===== config.mk =====
export PLATFORM = sky130hd
export DESIGN_NAME = packet_policer
export DESIGN_NICKNAME = d
export VERILOG_FILES = /design/src/logic/policer_pkg.sv /design/src/logic/beat_if.sv /design/src/logic/packet_policer.sv /design/src/logic/mark_stage.sv /design/src/logic/token_buckets.sv /design/src/logic/leak_timer.sv /design/src/logic/frame_tracker.sv
export VERILOG_INCLUDE_DIRS = /design/src /design/src/include
export SDC_FILE = /design/constraint.sdc
export NUM_CORES = 1
export LEC_CHECK = 0
export BUFFER_PORTS_ARGS = -buffer_cell sky130_fd_sc_hd__buf_4
export CORE_MARGIN = 2
export CORE_UTILIZATION = 59
export CTS_BUF_LIST = sky130_fd_sc_hd__clkbuf_2 sky130_fd_sc_hd__clkbuf_4 sky130_fd_sc_hd__clkbuf_8
export DETAILED_ROUTE_END_ITERATION = 16
export GPL_TIMING_DRIVEN = 0
export PLACE_DENSITY = 0.88
export REMOVE_ABC_BUFFERS = 1
export SKIP_CTS_REPAIR_TIMING = 1
export SKIP_LAST_GASP = 1
export SYNTH_ARGS = -nofsm -noshare
export SYNTH_HDL_FRONTEND = slang
export SYNTH_SLANG_ARGS = --single-unit

===== constraint.sdc =====
create_clock -name packet_in -period 7.83 [get_ports packet_in]
set_clock_uncertainty 0.15 [all_clocks]
set_input_delay 1.1745 -clock packet_in [delete_from_list [all_inputs] [get_ports packet_in]]
set_output_delay 1.1745 -clock packet_in [all_outputs]
set_load 0.03 [all_outputs]

===== src/include/policer_params.svh =====
//////////////////////////////
// policer parameters
//////////////////////////////

`ifndef POLICER_PARAMS_SVH
`define POLICER_PARAMS_SVH

// ingress ports served by the policer
`define POLICER_NUM_PORTS 4

// stream payload per beat
`define POLICER_DATA_WIDTH 32

// packet byte length tag
`define POLICER_LEN_WIDTH 12

// fixed point fraction of bucket level and decrement
`define POLICER_FRAC_BITS 8

// cycles between two leak ticks
`define POLICER_LEAK_PERIOD 4

`endif

===== src/logic/policer_pkg.sv =====
//////////////////////////////
// policer types
//////////////////////////////

`default_nettype none

`include "policer_params.svh"

package policer_pkg;

    // beat payload
    typedef logic [`POLICER_DATA_WIDTH-1:0] data_t;

    // ingress port index
    typedef logic [$clog2(`POLICER_NUM_PORTS)-1:0] port_t;

    // packet length in bytes
    typedef logic [`POLICER_LEN_WIDTH-1:0] len_t;

    // Leak amount per tick, whole bytes over the fraction bits.
    typedef logic [`POLICER_LEN_WIDTH+`POLICER_FRAC_BITS-1:0] decrement_t;

    // depth limit, whole bytes only
    typedef logic [`POLICER_LEN_WIDTH:0] threshold_t;

    // Bucket level. The whole part has two bits of headroom over a
    // packet length so that level plus length cannot wrap.
    typedef logic [`POLICER_LEN_WIDTH+2+`POLICER_FRAC_BITS-1:0] bucket_t;

    // frame position of the incoming beat
    typedef enum logic {
        expect_head,    // next valid beat opens a packet
        in_body         // inside a packet, waiting for last
    } frame_state_t;

endpackage

`default_nettype wire


===== src/logic/beat_if.sv =====
//////////////////////////////
// stream beat bundle
//////////////////////////////

`timescale 1ns/10ps
`default_nettype none

interface beat_if;

    logic                valid;     // beat present this cycle
    policer_pkg::data_t  data;
    logic                last;      // closing beat of a packet
    policer_pkg::port_t  port;      // ingress port tag
    policer_pkg::len_t   length;    // byte length of the whole packet

    // producer side
    modport source (
        output valid, data, last, port, length
    );

    // consumer side
    modport sink (
        input valid, data, last, port, length
    );

endinterface

`default_nettype wire


===== src/logic/packet_policer.sv =====
//////////////////////////////
// ingress packet policer
//////////////////////////////

`timescale 1ns/10ps
`default_nettype none

`include "policer_params.svh"

module packet_policer (
    input  logic                     packet_in,
    input  logic                     reset,

    input  logic                     in_valid,
    input  policer_pkg::data_t       in_data,
    input  logic                     in_last,
    input  policer_pkg::port_t       in_port,
    input  policer_pkg::len_t        in_length,

    input  logic [`POLICER_NUM_PORTS-1:0] enable,
    input  policer_pkg::decrement_t  decrement [`POLICER_NUM_PORTS-1:0],
    input  policer_pkg::threshold_t  threshold [`POLICER_NUM_PORTS-1:0],

    output logic                     out_valid,
    output policer_pkg::data_t       out_data,
    output logic                     out_last,
    output policer_pkg::port_t       out_port,
    output policer_pkg::len_t        out_length,
    output logic                     out_drop
);

    logic head;         // first beat of a packet
    logic leak_tick;
    logic drop;         // decision for last cycle's head beat

    beat_if in_beat ();

    // source side of the bundle
    assign in_beat.valid  = in_valid;
    assign in_beat.data   = in_data;
    assign in_beat.last   = in_last;
    assign in_beat.port   = in_port;
    assign in_beat.length = in_length;

    frame_tracker u_frame_tracker (
        .packet_in (packet_in),
        .reset     (reset),
        .beat      (in_beat.sink),
        .head      (head)
    );

    leak_timer u_leak_timer (
        .packet_in (packet_in),
        .reset     (reset),
        .leak_tick (leak_tick)
    );

    token_buckets u_token_buckets (
        .packet_in (packet_in),
        .reset     (reset),
        .beat      (in_beat.sink),
        .head      (head),
        .leak_tick (leak_tick),
        .enable    (enable),
        .decrement (decrement),
        .threshold (threshold),
        .drop      (drop)
    );

    mark_stage u_mark_stage (
        .packet_in  (packet_in),
        .reset      (reset),
        .beat       (in_beat.sink),
        .drop       (drop),
        .out_valid  (out_valid),
        .out_data   (out_data),
        .out_last   (out_last),
        .out_port   (out_port),
        .out_length (out_length),
        .out_drop   (out_drop)
    );

endmodule

`default_nettype wire


===== src/logic/mark_stage.sv =====
//////////////////////////////
// output beat register
//////////////////////////////

`timescale 1ns/10ps
`default_nettype none

module mark_stage (
    input  logic               packet_in,
    input  logic               reset,
    beat_if.sink               beat,
    input  logic               drop,
    output logic               out_valid,
    output policer_pkg::data_t out_data,
    output logic               out_last,
    output policer_pkg::port_t out_port,
    output policer_pkg::len_t  out_length,
    output logic               out_drop
);

    // flags that qualify the beat
    always_ff @(posedge packet_in) begin
        if (reset) begin
            out_valid <= 1'b0;
            out_last  <= 1'b0;
        end else begin
            out_valid <= beat.valid;
            out_last  <= beat.last;
        end
    end

    // payload and tags, meaningful only with out_valid
    always_ff @(posedge packet_in) begin
        out_data   <= beat.data;
        out_port   <= beat.port;
        out_length <= beat.length;
    end

    // The bucket decision is registered on the same edge as the beat
    // above, so it already lines up with the head beat at the output.
    assign out_drop = drop;

endmodule

`default_nettype wire


===== src/logic/token_buckets.sv =====
//////////////////////////////
// per-port token buckets
//////////////////////////////

`timescale 1ns/10ps
`default_nettype none

`include "policer_params.svh"

module token_buckets (
    input  logic                     packet_in,
    input  logic                     reset,
    beat_if.sink                     beat,
    input  logic                     head,
    input  logic                     leak_tick,
    input  logic [`POLICER_NUM_PORTS-1:0] enable,
    input  policer_pkg::decrement_t  decrement [`POLICER_NUM_PORTS-1:0],
    input  policer_pkg::threshold_t  threshold [`POLICER_NUM_PORTS-1:0],
    output logic                     drop
);

    localparam int NPORTS  = `POLICER_NUM_PORTS;
    localparam int FRAC    = `POLICER_FRAC_BITS;
    localparam int BKT_W   = $bits(policer_pkg::bucket_t);
    localparam int WHOLE_W = BKT_W - FRAC;

    policer_pkg::bucket_t bucket      [NPORTS-1:0];
    policer_pkg::bucket_t bucket_next [NPORTS-1:0];
    logic [NPORTS-1:0]    drop_hit;     // head beat over its threshold, per port

    // leak with a floor at zero
    function automatic policer_pkg::bucket_t sat_sub(
        input policer_pkg::bucket_t    level,
        input policer_pkg::decrement_t amount
    );
        policer_pkg::bucket_t wide_amount;
        wide_amount = {{(BKT_W-$bits(amount)){1'b0}}, amount};
        if (level > wide_amount) begin
            return level - wide_amount;
        end
        return '0;
    endfunction

    for (genvar p = 0; p < NPORTS; p++) begin : g_port
        logic                 hit;          // head beat addressed to this port
        logic [WHOLE_W:0]     level_sum;    // whole part plus packet length
        logic                 over;
        policer_pkg::bucket_t charged;
        policer_pkg::bucket_t base;         // level before the leak
        policer_pkg::bucket_t leaked;

        assign hit = head && (beat.port == policer_pkg::port_t'(p));

        // threshold check uses the level before this cycle's leak
        assign level_sum = {1'b0, bucket[p][BKT_W-1:FRAC]}
                         + {{(WHOLE_W+1-$bits(beat.length)){1'b0}}, beat.length};
        assign over = level_sum > {{(WHOLE_W+1-$bits(threshold[p])){1'b0}}, threshold[p]};

        assign charged = bucket[p]
                       + {{(WHOLE_W-$bits(beat.length)){1'b0}}, beat.length, {FRAC{1'b0}}};

        // a marked packet leaves the level untouched
        assign base   = (hit && !over) ? charged : bucket[p];
        assign leaked = leak_tick ? sat_sub(base, decrement[p]) : base;

        assign bucket_next[p] = enable[p] ? leaked : '0;   // disabled port is held empty
        assign drop_hit[p]    = enable[p] && hit && over;
    end

    always_ff @(posedge packet_in) begin
        if (reset) begin
            bucket <= '{default: '0};
            drop   <= 1'b0;
        end else begin
            bucket <= bucket_next;
            drop   <= |drop_hit;    // at most one head beat per cycle
        end
    end

endmodule

`default_nettype wire


===== src/logic/leak_timer.sv =====
//////////////////////////////
// leak tick timer
//////////////////////////////

`timescale 1ns/10ps
`default_nettype none

`include "policer_params.svh"

module leak_timer (
    input  logic packet_in,
    input  logic reset,
    output logic leak_tick
);

    // at least one bit, even for a period of one
    localparam int CNT_W = ($clog2(`POLICER_LEAK_PERIOD) > 0) ?
                           $clog2(`POLICER_LEAK_PERIOD) : 1;
    localparam logic [CNT_W-1:0] CNT_LAST = CNT_W'(`POLICER_LEAK_PERIOD - 1);

    logic [CNT_W-1:0] count;

    // one cycle in every period, on the last count
    assign leak_tick = (count == CNT_LAST);

    always_ff @(posedge packet_in) begin
        if (reset) begin
            count <= '0;
        end else if (count == CNT_LAST) begin
            count <= '0;    // wrap
        end else begin
            count <= count + 1'b1;
        end
    end

endmodule

`default_nettype wire


===== src/logic/frame_tracker.sv =====
//////////////////////////////
// packet head tracker
//////////////////////////////

`timescale 1ns/10ps
`default_nettype none

module frame_tracker (
    input  logic   packet_in,
    input  logic   reset,
    beat_if.sink   beat,
    output logic   head
);

    policer_pkg::frame_state_t state;
    policer_pkg::frame_state_t state_next;

    // The length tag repeats on every beat of a packet, so only the
    // first one may be used to charge a bucket.
    assign head = beat.valid && (state == policer_pkg::expect_head);

    always_comb begin
        state_next = state;
        case (state)
            policer_pkg::expect_head: begin
                if (beat.valid && !beat.last) begin
                    state_next = policer_pkg::in_body;  // multi-beat packet
                end
            end
            policer_pkg::in_body: begin
                if (beat.valid && beat.last) begin
                    state_next = policer_pkg::expect_head;
                end
            end
            default: begin
                state_next = policer_pkg::expect_head;
            end
        endcase
    end

    always_ff @(posedge packet_in) begin
        if (reset) begin
            state <= policer_pkg::expect_head;
        end else begin
            state <= state_next;
        end
    end

endmodule

`default_nettype wire


Word-level counts from Yosys, hierarchy flattened --
Index checks and enable logic that the tools add are counted.
Storage, ports and cells: bits of input ports 186, output and inout bits 49, register bits after elaboration 140
Cells by class: order comparisons 8, add/sub/neg operators 13, equal/unequal tests 4, bitwise gates (word level) 5, mux-type cells 23, reduce and logical (&&, ||, !) cells 31
Operator list (count):
- $mux W22 | 16
- $add A22 B20 Y22 | 4
- $gt A22 B20 Y1 | 4
- $sub A22 B20 Y22 | 4
- $add A14 B12 Y15 | 4
- $gt A15 B13 Y1 | 4
- $logic_and A1 B1 Y1 | 19
- $reduce_or A2 Y1 | 5
- $eq A2 B2 Y1 const B | 3
- $mux W1 | 6
- $logic_not A1 Y1 | 5
- $not A1 Y1 | 5
- $reduce_or A4 Y1 | 1
- $add A2 B1 Y2 const B | 1
- $eq A2 B1 Y1 const B | 1
- $logic_not A2 Y1 | 1
- $pmux W1 S2 | 1

Longest topological paths before layout --
Gate-level depths: netlist of the first run.
word-level depth 9, depth in mapped cells 30, gate-level depth less buffers 28

Modules after synthesis --
A second synthesis of the first run with hierarchy kept.
Unflattened totals: cells, all modules 1614, area, all modules 12981.2 µm²
Modules (own cells, without submodules):
- token_buckets | instances 1, area each 11887.7 µm², cells each 1554
- mark_stage | instances 1, area each 980.9 µm², cells each 51
- leak_timer | instances 1, area each 75.1 µm², cells each 5
- frame_tracker | instances 1, area each 37.5 µm², cells each 4

Worst setup path after synthesis of the first run --
Ideal clock, no wire load.
path kind input to register, from input in_length[0], to register u_token_buckets.bucket[29] (netlist name), required time 7.544 ns, path slack 0.660 ns, cell stages on the path 30, setup time 0.136 ns, arrival time 6.885 ns, cells stage by stage ha_1 -> inv_1 -> fa_1 -> and2b_1 -> o2111ai_1 -> a21oi_1 -> o31a_1 -> a21o_1 -> a21oi_1 -> xnor2_1 -> ha_1 -> nand2_1 -> nor2_1 -> o311a_1 -> o31a_1 -> nand2b_1 -> o21bai_1 -> buf_2 -> mux2_2 -> ha_1 -> a21o_1 -> a21o_1 -> a221o_1 -> a31o_2 -> a221oi_2 -> a41o_1 -> inv_1 -> o41ai_4 -> buf_6 -> a211oi_2
On the way: word-level cells in the longest chain between the ends 9, elaborated cells on any way between the ends 12, those cells by class 3 x add/sub; 2 x order compare; 5 x mux; 2 x reduce/logical
RTL lines:
- from (decl) | RTL line packet_policer.sv:18 | input policer_pkg::len_t in_length,
- $add A14 B12 Y15 | RTL line token_buckets.sv:56 | + {{(WHOLE_W+1-$bits(beat.length)){1'b0}}, beat.length};
- $gt A15 B13 Y1 | RTL line token_buckets.sv:57 | assign over = level_sum > {{(WHOLE_W+1-$bits(threshold[p])){1'b0}}, threshold[p]};
- $logic_not A1 Y1 | RTL line token_buckets.sv:63 | assign base = (hit && !over) ? charged : bucket[p];
- $logic_and A1 B1 Y1 | RTL line token_buckets.sv:63
- $mux W22 * | RTL line token_buckets.sv:63
- $sub A22 B20 Y22 / $gt A22 B20 Y1 (equally long branches) | RTL line token_buckets.sv:39, token_buckets.sv:38
- $mux W22 / $mux W1 (equally long branches) | RTL line token_buckets.sv:38 | if (level > wide_amount) begin
- $mux W22 | RTL line token_buckets.sv:41 | return '0;
- $mux W22 * | RTL line token_buckets.sv:64 | assign leaked = leak_tick ? sat_sub(base, decrement[p]) : base;
- to (signal assigned) | RTL line token_buckets.sv:75 | bucket <= bucket_next;
- to (decl) | RTL line token_buckets.sv:27 | policer_pkg::bucket_t bucket [NPORTS-1:0];
Every way passes the cells marked *; elsewhere a longest branch is shown, timed or not. The select of a mux whose other input is x is not followed. A chain may end at the register's enable or synchronous reset.

Worst setup path after layout of the first run --
from input in_length[1], to register u_token_buckets.bucket[8] (netlist name)
Same word-level chain as after synthesis.

==> run summary, run 1 <==
The first global-routing pass estimated 56.61 mm of wire. The tool flagged a number of max-cap violations equal to 0. For the final routed database, the setup TNS stands at 0 ns. For the via count of the first global-routing pass, the log shows 12220. Of all cell types, the one taking the most synthesized area is sky130_fd_sc_hd__dfxtp_1. Counting stages on the worst path, the most repeated cell is sky130_fd_sc_hd__buf_4.

Number of antenna violations at the first check in global routing: 3. The run finished with clean final reports. The count of buffers from port buffering works out to 234. The post-synthesis share of cell area spent on and, or, nand and nor gates was 15.24%. Power comes to 2.027 mW. The area growth from synthesis to layout is 21.46%, and the setup slack of the worst register-to-register path is 0.84 ns. Clock period minus worst slack: 7.666 ns.

The detailed-route via count is 12620. Endpoint required time on the critical path: 8.09 ns. The maximum clock rate was 130.5 MHz; the number of vias per cell was 5.943. The die span in y was 151.1 um. The mux cell area share after synthesis was 5.977%. Kind of end point of the critical path: a register. The met3 wire length is 2.591 mm, and the power density over the cells is 130.7 nW/um^2. At the placement stage, the worst setup path has a slack of -1.164 ns. The detailed router finished its first iteration with 934 violations. The most frequently used flop master after synthesis was sky130_fd_sc_hd__dfxtp_1. The clock latency on the worst-skew pair is 0.49 ns, and the synthesis warning total is 0. The mean cell area of the mapped netlist is 8.113 um^2.

Startpoint type of the worst setup path: an input port. Post-synthesis sequential element count: 140. The total placed cells including tap cells is 2057, and the combined global-route utilization of all metal layers is 31.27%. At the end of routability-driven placement, the weighted congestion stood at 0.9211. The longest clock path from root to sink contains 2 buffers. The final cell count without fillers is 2124, and the largest net degree at the start of global routing is 70.

The synthesized netlist contains 81 unique library cells. At the worst endpoint, the arrival time is 7.93 ns. In this run, synthesis inferred 0 flip-flops with an integrated enable.

The first detailed-routing pass took 5 iterations. The post-synthesis share of cell area spent on full adders, half adders and majority gates is 18.99%. Setup violations remaining at the end of the flow were counted as 0.

Summing the areas of all compound-gate instances in the mapped netlist gives 23.40% of the synthesized area. The routed length on met2 was 17.15 mm; the number of buffers created by CTS was 17. After detailed routing, no signal wire sits above met5.

The min-delay analysis places its worst path in the category reg2reg. The tools report the length of routed wiring on met1 as 14.73 mm. The tools report the area of the die as 22840 um^2. Of all nets on the critical path, the largest fanout is 8.

The transition time at the pin with the least slew margin was 1.220 ns. By area, the combinational part of the netlist is dominated by compound AO/OA/AOI/OAI gates. The leakage power summed over all cells was 7.562 nW; the count of pins over their slew limit was 0.

Row generation in the floorplan step produced 53 rows. The smallest setup slack after layout is 0.1643 ns. After detailed routing, the total wire length is 36.43 mm. The worst supply voltage drop on vdd is 0.0001203 V.

Critical setup path kind: in2reg. The die extent in x was 151.1 um. The tree is rooted in a sky130_fd_sc_hd__clkbuf_8. For the total number of nets in the final design, the log shows 2209.

Of the cells placed in the final design, the portion with a size suffix greater than 1 is 20.79%. The overall overflow remaining after global route was 0. Final-report hold violation count: 0. The largest single stage delay on the critical path is 0.57 ns. The fraction of registers with async set/reset is 0%. At the end of the flow the core is filled with cells to 73.32%. By area the synthesized netlist is led by sky130_fd_sc_hd__dfxtp_1 22%, sky130_fd_sc_hd__ha_1 18%, sky130_fd_sc_hd__xnor2_1 6.2%.

The H-tree generated during clock tree synthesis spans 4 levels. After synthesis, the largest area contributor takes up 21.95% of total cell area. The detailed-route wire length per cell is 17.15 um. The run gives 140 as the clock sink count. The DRC violations left is 0. The area of the core was 21150 um^2. Of the synthesized area, sequential elements account for 21.95%.

Synthesis produced 1574 cells. For this design, the slowest cell found on the critical path is sky130_fd_sc_hd__or4_4. After Yosys synthesis, XOR and XNOR cells account for 7.682% of the synthesized area. Measured against its own limit, the worst slew margin works out to 18.38%. The number of antenna-violating nets in the routed design was 0. TritonCTS built the clock tree. The number of top-level design ports was 235; the detailed-placement wirelength estimate was 28.04 mm. The tools report the initial cell density of the core as 60.37%. The tools report the total standard cell area after synthesis as 12770 um^2. Of the available clock period, the critical path in the final layout requires 97.90%. Clock-pin slew was measured on the worst setup and hold paths at 0.10 ns.
## cell families (layout without fill, tap and decap cells)
kind of cell / Yosys count / after routing
multiplexers: 69 / 69
other: 0 / 2
XOR/XNOR: 112 / 112
flip-flops: 140 / 140
buffers and inverters: 221 / 491
AND/OR/NAND/NOR: 408 / 410
adder cells (fa/ha/maj): 189 / 189
AO/OA/AOI/OAI: 435 / 436
## metrics by stage
stage	cell area, um^2	hold WS, ns
2_1_floorplan	12630	0.2503
3_3_place_gp	14730	0.2669
3_5_place_dp	14780	0.3109
4_1_cts	15150	0.3264
5_1_grt	15510	0.3438
6_report	15510	0.3243
## registers in the layout, indices dropped and copies added (netlist names), named ones only
register	flops
u_mark_stage.out_length	12
u_mark_stage.out_port	2
u_mark_stage.out_valid	1
u_mark_stage.out_data	32
u_mark_stage.out_last	1
u_token_buckets.bucket	88
u_leak_timer.count	2
u_token_buckets.drop	1
## cell usage after synthesis, types with 19 or more instances
cell type,count
sky130_fd_sc_hd__a211oi_1,42
sky130_fd_sc_hd__a21o_1,45
sky130_fd_sc_hd__a21oi_1,107
sky130_fd_sc_hd__dfxtp_1,140
sky130_fd_sc_hd__ha_1,181
sky130_fd_sc_hd__inv_1,193
sky130_fd_sc_hd__mux2_2,30
sky130_fd_sc_hd__mux2i_1,29
sky130_fd_sc_hd__nand2_1,80
sky130_fd_sc_hd__nand2b_1,19
sky130_fd_sc_hd__nand3_1,47
sky130_fd_sc_hd__nand4_1,21
sky130_fd_sc_hd__nor2_1,148
sky130_fd_sc_hd__nor3_1,20
sky130_fd_sc_hd__o21a_1,32
sky130_fd_sc_hd__o21ai_0,68
sky130_fd_sc_hd__xnor2_1,90
sky130_fd_sc_hd__xor2_1,22
## final cells by class
| cell class | instances | area, um^2 |
|---|---|---|
| fill | 1629 | 5644 |
| clock buffer | 18 | 241.5 |
| clock inverter | 14 | 126.4 |
| tap | 275 | 344.1 |
| timing repair buffer | 265 | 2047 |
| antenna | 2 | 5.005 |
| multi-input combinational | 1216 | 9211 |
| sequential | 140 | 2803 |
| inverter | 194 | 732.0 |
## path summary, 6_finish.rpt
check	from	to	cells past startpoint
worst max-delay path	in_length[1]	u_token_buckets.bucket[8]	29
worst min-delay path	u_token_buckets.bucket[71]	u_token_buckets.bucket[71]	2
worst max register to register	u_token_buckets.bucket[8]	u_token_buckets.bucket[8]	28
worst min register to register	u_token_buckets.bucket[71]	u_token_buckets.bucket[71]	2
## power by group
| group | internal [mW] | total (mW) | switching [mW] |
|---|---|---|---|
| sequential | 0.737 | 0.751 | 0.0141 |
| clock | 0.237 | 0.586 | 0.349 |
| combinational | 0.311 | 0.689 | 0.378 |
## cells in the final DEF (no fill, tap or decap), types with 8 or more instances in the layout
cell type                    n
sky130_fd_sc_hd__mux2i_1    29
sky130_fd_sc_hd__nor2_1    148
sky130_fd_sc_hd__nand2b_1   19
sky130_fd_sc_hd__o31a_1     10
sky130_fd_sc_hd__nand2_1    79
sky130_fd_sc_hd__a211oi_1   40
sky130_fd_sc_hd__nor3_1     20
sky130_fd_sc_hd__fa_1        8
sky130_fd_sc_hd__nand4_1    21
sky130_fd_sc_hd__nand3_1    47
sky130_fd_sc_hd__o211ai_1   17
sky130_fd_sc_hd__nor2b_1    17
sky130_fd_sc_hd__xnor2_1    90
sky130_fd_sc_hd__a211o_1     8
sky130_fd_sc_hd__mux2_2     30
sky130_fd_sc_hd__a31oi_1     9
sky130_fd_sc_hd__xor2_1     22
sky130_fd_sc_hd__o21bai_1   16
sky130_fd_sc_hd__dfxtp_1   140
sky130_fd_sc_hd__and2_1      8
sky130_fd_sc_hd__a21oi_1   106
sky130_fd_sc_hd__inv_1     192
sky130_fd_sc_hd__o21ai_0    65
sky130_fd_sc_hd__a21o_1     45
sky130_fd_sc_hd__or2_2       8
sky130_fd_sc_hd__ha_1      178
sky130_fd_sc_hd__o21a_1     32
sky130_fd_sc_hd__clkbuf_8   17
sky130_fd_sc_hd__buf_4     261
## routing by layer
layer / vias up / GRT usage, %
li1: 6142 / -
met1: 5810 / 36.97
met2: 542 / 53.77
met3: 126 / 5.934
met4: 2 / 16.45
met5: - / 0
## critical path, delay by kind of cell
kind            cells  cell delay, ns
simple gates        6            1.32
buf+inv             5            1.00
fa+ha+maj           3            1.16
mux                 1            0.29
compound gates     13            2.83
xor+xnor            1            0.14
Note: power is estimated with default switching activity, not from simulation.
==> run 2: changes to the inputs <==
--- a/config.mk
+++ b/config.mk
@@ -18,4 +18,5 @@
 export SKIP_LAST_GASP = 1
 export SYNTH_ARGS = -nofsm -noshare
 export SYNTH_HDL_FRONTEND = slang
+export SYNTH_HIERARCHICAL = 1
 export SYNTH_SLANG_ARGS = --single-unit
==> run 2 against run 1 <==
Via count up 2.0%. Sequential cell count stayed put. Maximum frequency rose by 2.0%. Largest cell class unchanged.
==> run summary, run 2 <==
The run finished with clean final reports. Detailed placement finished with a half-perimeter wire length of 27.71 mm. Final-report hold violation count: 0. The global-route wire length before repair is 59.13 mm, and the endpoint required time on the critical path is 8.04 ns.

The flip-flop count of the largest register after layout works out to 88. The commonest cells after synthesis are 184 x sky130_fd_sc_hd__inv_1, 181 x sky130_fd_sc_hd__ha_1, 140 x sky130_fd_sc_hd__dfxtp_1. The tools report the total number of H-tree levels as 4.

In the layout the commonest cells are 242 x sky130_fd_sc_hd__buf_4, 183 x sky130_fd_sc_hd__inv_1, 180 x sky130_fd_sc_hd__ha_1. The count of buffers from port buffering is 234. For this design the total switching power over the nets is 0.7270 mW. Leaving out fill and tap cells, the most frequent cell in the layout is sky130_fd_sc_hd__buf_4. Summed over all instances, the cell type with the most area after synthesis is sky130_fd_sc_hd__dfxtp_1.

Overall overflow remaining after global route: 0. The count of inserted antenna diode cells is 0. The root cell of the clock tree is sky130_fd_sc_hd__clkbuf_8. The combined global-route utilization of all metal layers was 30.47%; the number of antenna violations at the first check in global routing was 0. Counting flops with a built-in enable in the synthesized netlist gives 0. The kind of path behind the tightest hold check was reg2reg. The share of power burned in registers is 35.4%, and the number of antenna-violating nets in the routed design is 0. The largest individual stage delay along the critical path comes from the cell sky130_fd_sc_hd__or4_1. Of the total power, combinational logic draws 32.5%. Cell internal power was estimated by the tool at 1.396 mW.

The clock transition at the register clock pins on the worst setup and hold paths after CTS was 0.08 ns; the via count of the first global-routing pass was 12590. In this run the worst path has a maximum fanout of 18. After routing the design area is 15570 um^2.

The initial utilization of the core area, before any placement, comes to 59.85%. The cell area after placement was 15000 um^2; the portion of the clock cycle consumed by the worst path in the final layout was 96.00%. Summed over all layers, the routed wires come to 36.68 mm. Measured along the x axis, the die boundary spans 152.3 um. Setup violations remaining at the end of the flow were counted as 0. The number of placement rows is 54, and the delay contributed by the slowest stage of the critical path is 0.58 ns.

From bottom edge to top edge, the die measures 152.3 um. The critical setup path kind is in2reg. Synthesis instantiated 85 different standard cells from the library. The count of pins over their slew limit was 0; the synthesis warning total was 6. The worst setup path is launched from an input port. The total standard cell area after synthesis is 12980 um^2, and the mean cell area of the mapped netlist is 8.043 um^2. In the final layout, the registers with the most flip-flops are u_token_buckets/bucket: 88 flops, u_mark_stage/out_data: 32 flops, u_mark_stage/out_length: 12 flops.

The area share of the leading cell type in the synthesized netlist works out to 21.59%. Of the synthesized area, sequential elements account for 21.59%. Of all flip-flops after synthesis, the portion carrying an async set or reset was 0%. In this run the count of I/O pins placed on the die edge is 235. The number of vias per cell works out to 6.001.

The area growth from synthesis to layout was 19.93%. The weighted congestion at the end of routability-driven global placement came out at 0.9744. Adding up every negative setup slack in the final design gives 0 ns. The tools report the clock latency on the worst-skew pair as 0.47 ns. The tools report the end point of the most critical hold path as u_token_buckets/bucket[22]. The number of max-cap violations came out at 0. The core region is 21690 um^2. Power spread over the standard cell area amounts to 136.4 nW/um^2. Synthesis produced 1614 cells. For the setup slack of the worst register-to-register path, the log shows 0.92 ns.

The count of buffer and inverter cells on the critical path is 3. The most prevalent standard cell on the critical path is sky130_fd_sc_hd__o31a_1. Yosys attributes the largest share of cell area to sky130_fd_sc_hd__dfxtp_1 22%, sky130_fd_sc_hd__ha_1 17%, sky130_fd_sc_hd__inv_1 5.3%. Summing over every cut layer, the via total after detailed routing is 12870. The worst hold path begins at u_token_buckets/bucket[22].

Kind of end point of the critical path: a register. The register with the most flip-flops in the final layout is u_token_buckets/bucket. The clock net in this run drives a total of 140 sinks. Entering global routing, the biggest net connects 52 pins. Maximum root-to-sink buffer count: 2. TritonCTS built the clock tree. Cells fill 71.78% of the core in the end.

The die covers 23200 um^2. For the share of power burned in the clock network, the log shows 32.1%. In the final design database the tool counted 2227 nets. The family with the most delay on the worst path was compound AO/OA/AOI/OAI gates. The worst register-to-register path ends at u_token_buckets/bucket[51]. After detailed routing, the number of remaining DRC violations is 0. The transition time at the pin with the least slew margin came out at 1.466 ns.

Most frequently used flop master after synthesis: sky130_fd_sc_hd__dfxtp_1. The post-route netlist has 18.93% of its cells at a drive strength greater than 1. The worst supply voltage drop on vdd is 0.0001112 V, and the net switching share of the total power is 34.24%. Based on the critical path, the design can be clocked at up to 133.0 MHz. The first routing iteration left 874 violations. In this run, CTS created clock tree buffers numbering 17. The worst pin sits at a relative slew slack of 2.181%. Dominant cell by count in the synthesized netlist: sky130_fd_sc_hd__inv_1. The startpoint identified for the worst register-to-register timing path is u_token_buckets/bucket[52]. STA puts the critical path data arrival time at 7.73 ns. Summed over all cells, the static leakage comes to 7.709 nW.

The first-pass iteration count of the detailed router is 6, and the depth of the worst register-to-register path is 26. The clock period minus worst slack was 7.517 ns; the post-synthesis sequential element count was 140. Dividing the detail-routed wire length by the instance count gives 17.10 um. The worst hold path passes through 2 cells.
run 2: power by group through the flow:
| stage | clock, mW | sequential (mW) | combinational (mW) |
|---|---|---|---|
| final | 0.682 | 0.751 | 0.691 |
| after global routing | 0.722 | 0.753 | 0.756 |
| after CTS | 0.688 | 0.750 | 0.671 |
| after detailed placement | 0 | 0.767 | 0.663 |
| after global placement | 0 | 0.765 | 0.643 |
| after floorplan | 0 | 0.790 | 0.428 |
run 2: worst register-to-register path, delay by kind of cell (launching register included):
family                   cells  cell delay (ns)
AO/OA/AOI/OAI               10             2.83
XOR/XNOR                     1             0.17
adder cells (fa/ha/maj)      4             1.09
buffers and inverters        2             0.15
flip-flops                   1             0.32
multiplexers                 1             0.35
AND/OR/NAND/NOR              8             1.76
run 2: area by class of cell:
class | count | area, um^2
Inverter | 184 | 694.4
Multi-Input combinational cell | 1264 | 9403
Clock buffer | 18 | 241.5
Sequential cell | 140 | 2803
Timing Repair Buffer | 245 | 1884
Clock inverter | 14 | 192.7
Tap cell | 280 | 350.3
Fill cell | 1717 | 6120
run 2: per-stage QoR:
step                total power [mW]  worst slack (ns)  instances  hold slack [ns]
finish                         2.123            0.3130       2145           0.3128
global route                   2.232         -0.006830       2145           0.3521
CTS                            2.110           -0.3438       2134           0.3175
detailed placement             1.430           -0.6747       2102           0.3034
global placement               1.408            -1.122       2101           0.2649
floorplan                      1.218            0.7236       1587           0.2561
run 2: logic make-up (layout without fill, tap and decap cells):
group	count (synthesis)	count (layout)	synth area share [%]
buffers and inverters	211	461	6.361
and+or+nand+nor	440	440	16.69
muxes	63	63	5.157
xor gates and xnor gates	101	101	6.814
AOI/OAI and AO/OA	470	471	24.70
DFF	140	140	21.59
adders and majority gates	189	189	18.68
run 2: worst max-delay path by stage:
stage,start,to,slack (ns),cells past startpoint
2_1_floorplan,in_length[0],u_token_buckets/bucket[31],0.72,27
3_3_place_gp,in_length[1],u_token_buckets/bucket[13],-1.12,27
3_5_place_dp,in_length[1],u_token_buckets/bucket[26],-0.67,27
4_1_cts,in_length[1],u_token_buckets/bucket[26],-0.34,27
5_1_grt,in_length[1],u_token_buckets/bucket[31],-0.007,27
6_report,in_length[1],u_token_buckets/bucket[51],0.31,26
run 2: metal layers:
| layer | share of wire [%] | global-route usage (%) |
|---|---|---|
| met1 | 42 | 37.40 |
| met5 | 0 | 0 |
| met4 | 3.5 | 12.59 |
| met3 | 5.9 | 4.693 |
| met2 | 49 | 53.30 |
